==> src/hw/dmaPkg.sv <==
// DMA register block package: widths, register offsets, mode bits and bus structs
package dmaPkg;

  localparam int numChannels = 4;

  typedef logic [15:0] dmaAddrT;
  typedef logic [15:0] dmaCountT;
  typedef logic [7:0]  dmaByteT;
  typedef logic [3:0]  regOffsetT;
  typedef logic [1:0]  channelIdT;

  // Host register map above the per-channel address and count pairs
  localparam regOffsetT offsetStatus       = 4'd8;
  localparam regOffsetT offsetSingleMask   = 4'd10;
  localparam regOffsetT offsetMode         = 4'd11;
  localparam regOffsetT offsetClearPointer = 4'd12;
  localparam regOffsetT offsetMasterClear  = 4'd13;
  localparam regOffsetT offsetClearMask    = 4'd14;
  localparam regOffsetT offsetAllMask      = 4'd15;

  // Mode byte fields, bits 1:0 name the channel
  localparam int modeAutoInitBit  = 4;
  localparam int modeDecrementBit = 5;

  typedef struct packed {
    logic      write;
    logic      read;
    regOffsetT offset;
    dmaByteT   data;
  } hostReqT;

  typedef struct packed {
    logic      strobe;
    channelIdT channel;
  } serviceReqT;

  // One-cycle command pulses for a single channel
  typedef struct packed {
    logic    writeAddr;
    logic    writeCount;
    logic    readAddr;
    logic    readCount;
    logic    highByte;
    logic    writeMode;
    logic    autoInit;
    logic    decrement;
    logic    setMask;
    logic    clearMask;
    logic    clearTc;
    logic    masterClear;
    logic    step;
    dmaByteT data;
  } chanCmdT;

  typedef struct packed {
    dmaAddrT  addr;
    dmaCountT count;
    logic     tc;
  } chanViewT;

  typedef struct packed {
    logic    valid;
    dmaByteT data;
  } readRspT;

  typedef struct packed {
    logic    valid;
    dmaAddrT addr;
    logic    tc;
  } busOutT;

endpackage

==> src/hw/dmaCommandDecoder.sv <==
// Host and service strobe decoder with byte pointer, per-channel command pulses
`timescale 1ns/1ps

module dmaCommandDecoder #(
  parameter int NumChannels = dmaPkg::numChannels
) (
  input  logic                 dif,
  input  logic                 reset,
  input  dmaPkg::hostReqT      hostReq,
  input  dmaPkg::serviceReqT   serviceReq,
  output dmaPkg::chanCmdT      chanCmd [NumChannels],
  // {channel[1:0], count, highByte, status}
  output logic [4:0]           readSel,
  output logic                 readPending,
  output dmaPkg::serviceReqT   stepSel
);
  import dmaPkg::*;

  chanCmdT   nextCmd [NumChannels];
  logic      bytePointer;
  logic      chanAccess;
  logic      clearPointer;
  channelIdT readChan;
  logic      readCount;
  logic      readHigh;
  logic      readAny;
  logic      statusRead;

  // Offsets 0..7 address a channel's address or count pair
  assign chanAccess   = (hostReq.write || hostReq.read) && !hostReq.offset[3];
  assign clearPointer = hostReq.write &&
                        (hostReq.offset == offsetClearPointer ||
                         hostReq.offset == offsetMasterClear);

  always_comb
  begin
    for (int i = 0; i < NumChannels; i++)
    begin
      nextCmd[i]           = '0;
      nextCmd[i].highByte  = bytePointer;
      nextCmd[i].data      = hostReq.data;
      nextCmd[i].autoInit  = hostReq.data[modeAutoInitBit];
      nextCmd[i].decrement = hostReq.data[modeDecrementBit];
      if (chanAccess && hostReq.offset[2:1] == channelIdT'(i))
      begin
        nextCmd[i].writeAddr  = hostReq.write && !hostReq.offset[0];
        nextCmd[i].writeCount = hostReq.write && hostReq.offset[0];
        nextCmd[i].readAddr   = hostReq.read && !hostReq.offset[0];
        nextCmd[i].readCount  = hostReq.read && hostReq.offset[0];
      end
      if (hostReq.write)
      begin
        case (hostReq.offset)
          offsetSingleMask:
            if (hostReq.data[1:0] == channelIdT'(i))
            begin
              nextCmd[i].setMask   = hostReq.data[2];
              nextCmd[i].clearMask = !hostReq.data[2];
            end
          offsetMode:
            nextCmd[i].writeMode = hostReq.data[1:0] == channelIdT'(i);
          offsetMasterClear:
            nextCmd[i].masterClear = 1'b1;
          offsetClearMask:
            nextCmd[i].clearMask = 1'b1;
          offsetAllMask:
          begin
            nextCmd[i].setMask   = hostReq.data[i];
            nextCmd[i].clearMask = !hostReq.data[i];
          end
          default: ;
        endcase
      end
      // Status read clears every TC flag
      nextCmd[i].clearTc = hostReq.read && hostReq.offset == offsetStatus;
      nextCmd[i].step    = serviceReq.strobe && serviceReq.channel == channelIdT'(i);
    end
  end

  always_ff @(posedge dif)
  begin
    if (reset)
    begin
      for (int i = 0; i < NumChannels; i++)
        chanCmd[i] <= '0;
      stepSel     <= '0;
      bytePointer <= 1'b0;
    end
    else
    begin
      chanCmd <= nextCmd;
      stepSel <= serviceReq;
      if (clearPointer)
        bytePointer <= 1'b0;
      else if (chanAccess)
        bytePointer <= !bytePointer;
    end
  end

  // Read selection follows the registered command pulses
  always_comb
  begin
    readChan  = '0;
    readCount = 1'b0;
    readHigh  = 1'b0;
    readAny   = 1'b0;
    for (int i = 0; i < NumChannels; i++)
    begin
      if (chanCmd[i].readAddr || chanCmd[i].readCount)
      begin
        readChan  = channelIdT'(i);
        readCount = chanCmd[i].readCount;
        readHigh  = chanCmd[i].highByte;
        readAny   = 1'b1;
      end
    end
  end

  assign statusRead  = chanCmd[0].clearTc;
  assign readSel     = {readChan, readCount, readHigh, statusRead};
  assign readPending = readAny || statusRead;

endmodule

==> src/hw/dmaChannel.sv <==
// One DMA channel: base and current address and count, mode, mask and TC flag
`timescale 1ns/1ps

module dmaChannel (
  input  logic             dif,
  input  logic             reset,
  input  dmaPkg::chanCmdT  chanCmd,
  output dmaPkg::chanViewT chanView,
  output logic             masked
);
  import dmaPkg::*;

  dmaAddrT  baseAddr;
  dmaAddrT  currAddr;
  dmaCountT baseCount;
  dmaCountT currCount;
  logic     autoInit;
  logic     decrement;
  logic     maskBit;
  logic     tcFlag;
  logic     stepEn;
  logic     atTc;

  // Replace one byte of a 16-bit register
  function automatic logic [15:0] loadByte(
    input logic [15:0] value,
    input dmaByteT     data,
    input logic        high
  );
    logic [15:0] result;
    result = value;
    if (high)
      result[15:8] = data;
    else
      result[7:0] = data;
    return result;
  endfunction

  assign stepEn = chanCmd.step && !maskBit;
  // Count already exhausted before this step
  assign atTc   = currCount == '0;

  always_ff @(posedge dif)
  begin
    if (reset || chanCmd.masterClear)
    begin
      baseAddr  <= '0;
      currAddr  <= '0;
      baseCount <= '0;
      currCount <= '0;
      autoInit  <= 1'b0;
      decrement <= 1'b0;
      maskBit   <= 1'b0;
      tcFlag    <= 1'b0;
    end
    else
    begin
      if (chanCmd.writeAddr)
      begin
        baseAddr <= loadByte(baseAddr, chanCmd.data, chanCmd.highByte);
        currAddr <= loadByte(currAddr, chanCmd.data, chanCmd.highByte);
      end
      if (chanCmd.writeCount)
      begin
        baseCount <= loadByte(baseCount, chanCmd.data, chanCmd.highByte);
        currCount <= loadByte(currCount, chanCmd.data, chanCmd.highByte);
      end
      if (chanCmd.writeMode)
      begin
        autoInit  <= chanCmd.autoInit;
        decrement <= chanCmd.decrement;
      end

      if (stepEn)
      begin
        if (atTc && autoInit)
        begin
          currAddr  <= baseAddr;
          currCount <= baseCount;
        end
        else
        begin
          currAddr  <= decrement ? currAddr - 1'b1 : currAddr + 1'b1;
          currCount <= currCount - 1'b1;
        end
      end

      // Channel masks itself at TC unless it reloads
      if (stepEn && atTc && !autoInit)
        maskBit <= 1'b1;
      else if (chanCmd.setMask)
        maskBit <= 1'b1;
      else if (chanCmd.clearMask)
        maskBit <= 1'b0;

      if (stepEn && atTc)
        tcFlag <= 1'b1;
      else if (chanCmd.clearTc)
        tcFlag <= 1'b0;
    end
  end

  assign chanView = '{addr: currAddr, count: currCount, tc: tcFlag};
  assign masked   = maskBit;

endmodule

==> src/hw/dmaOutputStage.sv <==
// Output registers for host read data and service bus address
`timescale 1ns/1ps

module dmaOutputStage #(
  parameter int NumChannels = dmaPkg::numChannels
) (
  input  logic                   dif,
  input  logic                   reset,
  input  logic [4:0]             readSel,
  input  logic                   readPending,
  input  dmaPkg::chanViewT       chanView [NumChannels],
  input  logic [NumChannels-1:0] masked,
  input  dmaPkg::serviceReqT     stepSel,
  output dmaPkg::readRspT        readRsp,
  output dmaPkg::busOutT         busOut
);
  import dmaPkg::*;

  chanViewT readView;
  chanViewT stepView;
  logic     stepMasked;
  dmaByteT  statusByte;
  dmaByteT  readByte;
  dmaCountT readWord;
  logic     readValid;
  dmaByteT  readData;
  logic     busValid;
  dmaAddrT  busAddr;
  logic     busTc;

  always_comb
  begin
    readView   = '0;
    stepView   = '0;
    stepMasked = 1'b1;
    statusByte = '0;
    for (int i = 0; i < NumChannels; i++)
    begin
      if (readSel[4:3] == channelIdT'(i))
        readView = chanView[i];
      if (stepSel.channel == channelIdT'(i))
      begin
        stepView   = chanView[i];
        stepMasked = masked[i];
      end
      statusByte[i] = chanView[i].tc;
    end
  end

  // Count or address, then byte, status overrides both
  assign readWord = readSel[2] ? readView.count : readView.addr;
  assign readByte = readSel[0] ? statusByte :
                    readSel[1] ? readWord[15:8] : readWord[7:0];

  always_ff @(posedge dif)
  begin
    if (reset)
    begin
      readValid <= 1'b0;
      busValid  <= 1'b0;
    end
    else
    begin
      readValid <= readPending;
      busValid  <= stepSel.strobe && !stepMasked;
    end
  end

  // Pre-step address and TC condition of the stepped channel
  always_ff @(posedge dif)
  begin
    readData <= readByte;
    busAddr  <= stepView.addr;
    busTc    <= stepView.count == '0;
  end

  assign readRsp = '{valid: readValid, data: readData};
  assign busOut  = '{valid: busValid, addr: busAddr, tc: busTc};

endmodule

==> src/hw/dmaTop.sv <==
// DMA register block top: command decoder, channel array and output stage
`timescale 1ns/1ps

module dmaTop #(
  parameter int NumChannels = dmaPkg::numChannels
) (
  input  logic               dif,
  input  logic               reset,
  input  dmaPkg::hostReqT    hostReq,
  input  dmaPkg::serviceReqT serviceReq,
  output dmaPkg::readRspT    readRsp,
  output dmaPkg::busOutT     busOut
);
  import dmaPkg::*;

  chanCmdT                chanCmd [NumChannels];
  chanViewT               chanView [NumChannels];
  logic [NumChannels-1:0] masked;
  logic [4:0]             readSel;
  logic                   readPending;
  serviceReqT             stepSel;

  dmaCommandDecoder #(
    .NumChannels (NumChannels)
  ) u_commandDecoder (
    .dif         (dif),
    .reset       (reset),
    .hostReq     (hostReq),
    .serviceReq  (serviceReq),
    .chanCmd     (chanCmd),
    .readSel     (readSel),
    .readPending (readPending),
    .stepSel     (stepSel)
  );

  for (genvar i = 0; i < NumChannels; i++)
  begin : g_channel
    dmaChannel u_channel (
      .dif      (dif),
      .reset    (reset),
      .chanCmd  (chanCmd[i]),
      .chanView (chanView[i]),
      .masked   (masked[i])
    );
  end

  dmaOutputStage #(
    .NumChannels (NumChannels)
  ) u_outputStage (
    .dif         (dif),
    .reset       (reset),
    .readSel     (readSel),
    .readPending (readPending),
    .chanView    (chanView),
    .masked      (masked),
    .stepSel     (stepSel),
    .readRsp     (readRsp),
    .busOut      (busOut)
  );

endmodule

==> config.mk <==
export PLATFORM = sky130hd
export DESIGN_NAME = dmaTop
export DESIGN_NICKNAME = d
export VERILOG_FILES = /design/src/hw/dmaPkg.sv /design/src/hw/dmaCommandDecoder.sv /design/src/hw/dmaChannel.sv /design/src/hw/dmaOutputStage.sv /design/src/hw/dmaTop.sv
export SDC_FILE = /design/constraint.sdc
export NUM_CORES = 1
export LEC_CHECK = 0
export BUFFER_PORTS_ARGS = -buffer_cell sky130_fd_sc_hd__buf_2
export CAP_MARGIN = 20
export CORE_UTILIZATION = 45
export CTS_CLUSTER_DIAMETER = 40
export DETAILED_ROUTE_END_ITERATION = 7
export PLACE_DENSITY = 0.68
export SLEW_MARGIN = 20
export SYNTH_ARGS = -nofsm -noshare
export SYNTH_HDL_FRONTEND = slang
export SYNTH_SLANG_ARGS = --single-unit
==> constraint.sdc <==
create_clock -name dif -period 6.2 [get_ports dif]
set_clock_uncertainty 0.15 [all_clocks]
set_input_delay 1.24 -clock dif [delete_from_list [all_inputs] [get_ports dif]]
set_output_delay 1.24 -clock dif [all_outputs]
set_load 0.05 [all_outputs]
==> metrics.txt <==
status=finished with violations; failing checks=design-rule violations; global-route wire length before repair=about 97,000 um; Final TNS setup=0 ns; hold depth=2; Unique masters post-synth=between 70 and 80; initial antenna violation count=2; max-slew violation count=0; cells along the critical path=or4_1 > nor3_1 > and4_1 > buf_4 > nor2_1 > a211oi_1 > a311oi_1; dpl hpwl=~42,000 um; IO Port Bufs=45; Global Route Usage Sum=between 20% and 30%; Cell Area, Synth=roughly 0.019 sq mm; CP Launch Point=g_channel[0].u_channel.currCount[2]; Die Y=between 200 and 250 um; crit path launch type=register; Post-CTS Setup Repair Bufs=0; Hold Crit Start=g_channel[3].u_channel.baseCount[5]; worst-case reg-to-reg path depth=7; critical path arrival=3.57 ns; Via density=about 6.3; CP endpoint kind=register; top cells by area, synth=dfxtp_1 37%, a21oi_1 8.5%, nand2_1 8.3%; max-cap check violation count=0; H-tree lvl count=2; Routed Antenna Nets=0; fin crit share=between 50% and 60%; Largest stage delay, worst path=roughly 0.80 ns; Post-synth EDFFs=0; Least-Margin Pin Slew=roughly 1.0 ns; asr flop ratio synth=0%; final wirelength=62,700 um; CTS tree=built; sequential area share after synthesis=36.8%; antenna diode count=0; share of cells above drive strength 1=9.46%; final-stage net count=2,462; Syn Inst Count=around 2,400; critical path fanouts, max=21; Crit path required time=6.50 ns; Worst Path Buf+Inv=1; Tot Pwr=about 6.3 mW; clock transition at the registers of the reported paths=around 0.05 ns; Synth top area share=36.8%; Slowest cell on crit path=and4_1; leakage=between 8 and 9 nW; Setup CP Type=reg -> reg; hold crit path type=reg -> reg; Post-CTS Hold Buffers=0; Rows=74; maximum vdd drop=approximately 0.23 mV; Final Hold Violating Endpoints=0; I/O pin total=46; Power Density=around 300 mW/mm^2; Remaining Overflow, GRT=0; FF+latch count, synth=346; vias in the first global route=approximately 17,000; Die Span X=a little over 200 um; CORE AREA=approximately 0.04 sq mm; via count=18,600; Clock Latency Late Sink=0.61 ns; total CTS buffers=58; leading area contributor after synthesis=dfxtp_1; drt drc=6; fin crit period=3.26 ns; area delta synth->final=13.4%; Final Wtd Congestion=0.976; main flop type after synthesis=dfxtp_1; Fmax=306 MHz; Root Driver=clkbuf_16; RSZ-0062 raised after global routing=no; Slew HR=about a third; Worst path depth=7; largest net degree at the start of global routing=between 100 and 150; CTS Buffer Depth=3; Resized cells post-CTS=0; syn_area_per_cell=7.78 sq um; Starting Density=between 40% and 50%; Reg2Reg Launch Point=g_channel[0].u_channel.currCount[2]; full die area=0.0426 sq mm; final setup fails=0; WL/cell=~21 um; DRT iter0 DRCs=roughly 2,100; drt first pass iters=8; net count after synthesis=about 2,500; crit-path leading delay family=simple AND/OR/NAND/NOR gates; Clock Sinks=346; synth warn=0
final cells by class:
type | count | area, sq um
sequential | 346 | 6930
tap | 532 | 666
multi-input combinational | 1868 | 11100
fill | 3794 | 19700
timing repair buffer | 76 | 478
inverter | 25 | 93.8
clock inverter | 32 | 459
clock buffer | 73 | 1600
cell usage in the layout, fill, tap and decap left out, types with 18 or more instances in the layout:
cell type  instances
inv_1             25
a21o_1            22
a31oi_1           29
mux2i_1           18
o22ai_1           19
buf_2             45
a21oi_1          320
a211oi_1          89
nand3_1           63
dfxtp_1          345
xor2_1            39
a311oi_1          24
clkbuf_16         59
nand2b_1          23
xnor2_1           50
buf_4             29
nor2b_1           34
nor2_1           205
ha_1              64
nand2_1          417
nor3_1            47
o21ai_0          104
and3_1            53
layer usage:
metal | part of all wire [%] | GRT usage (%)
met1 | 42 | 39.9
met2 | 44 | 45.0
met3 | 8.9 | 5.00
met4 | 4.9 | 13.9
met5 | 0 | 0
registers in the layout (all words and copies together), names as in the netlist, 3 cells and up:
name and flops:
g_channel.u_channel.tcFlag 4, g_channel.u_channel.masked 4, g_channel.u_channel.currCount 64, u_commandDecoder.stepSel 3, g_channel.u_channel.decrement 4, g_channel.u_channel.autoInit 4
g_channel.u_channel.baseAddr 64, g_channel.u_channel.baseCount 64, u_outputStage.busAddr 16, g_channel.u_channel.currAddr 64, u_outputStage.readData 8, u_commandDecoder.chanCmd 42
worst reg2reg max path, delay by kind of cell (launching register included):
| kind | cells | cell delay, ns |
|---|---|---|
| and+or+nand+nor | 4 | 1.85 |
| DFF | 1 | 0.41 |
| buffers and inverters | 1 | 0.39 |
| AOI/OAI and AO/OA | 2 | 0.32 |
stage by stage:
| stage | hold WS, ns | std cells | util, % | area, sq um | worst slack, ns |
|---|---|---|---|---|---|
| finish | 0.300 | 2952 | 52.0 | 21300 | 2.94 |
| global route | 0.319 | 2952 | 52.0 | 21300 | 2.74 |
| CTS | 0.302 | 2951 | 51.9 | 21300 | 2.96 |
| detailed placement | 0.295 | 2846 | 46.9 | 19200 | 2.69 |
| global placement | 0.282 | 2846 | 46.9 | 19200 | 2.76 |
| floorplan | 0.250 | 2417 | - | 18800 | 3.48 |
worst paths after layout:
path	end	slack [ns]
setup / recovery	g_channel[0].u_channel.currCount[3]	2.94
hold / removal	g_channel[3].u_channel.baseCount[5]	0.30
setup reg to reg	g_channel[0].u_channel.currCount[3]	2.94
hold reg to reg	g_channel[3].u_channel.baseCount[5]	0.30
cell families after synthesis:
logic type / synth area share (%)
AOI/OAI and AO/OA: 23.9
xor gates and xnor gates: 4.14
adders and majority gates: 4.68
buffers and inverters: 4.35
DFF: 36.8
muxes: 3.29
and+or+nand+nor: 22.8
synth_stat cells, types with 25 or more instances:
| cell type | count |
|---|---|
| nor2b_1 | 37 |
| xnor2_1 | 50 |
| xor2_1 | 39 |
| a31oi_1 | 29 |
| ha_1 | 64 |
| and3_1 | 53 |
| nand3_1 | 63 |
| nor2_1 | 207 |
| dfxtp_1 | 346 |
| inv_1 | 25 |
| clkbuf_1 | 154 |
| nand2_1 | 417 |
| a21oi_1 | 320 |
| a211oi_1 | 89 |
| o21ai_0 | 104 |
| nor3_1 | 47 |
power breakdown:
part	internal (mW)	leakage [nW]	switching, mW	total, mW
combinational	0.206	4.71	0.376	0.582
clock	2.20	0.993	1.19	3.39
sequential	2.28	2.80	0.0729	2.35
(Power assumes the default switching activity.)
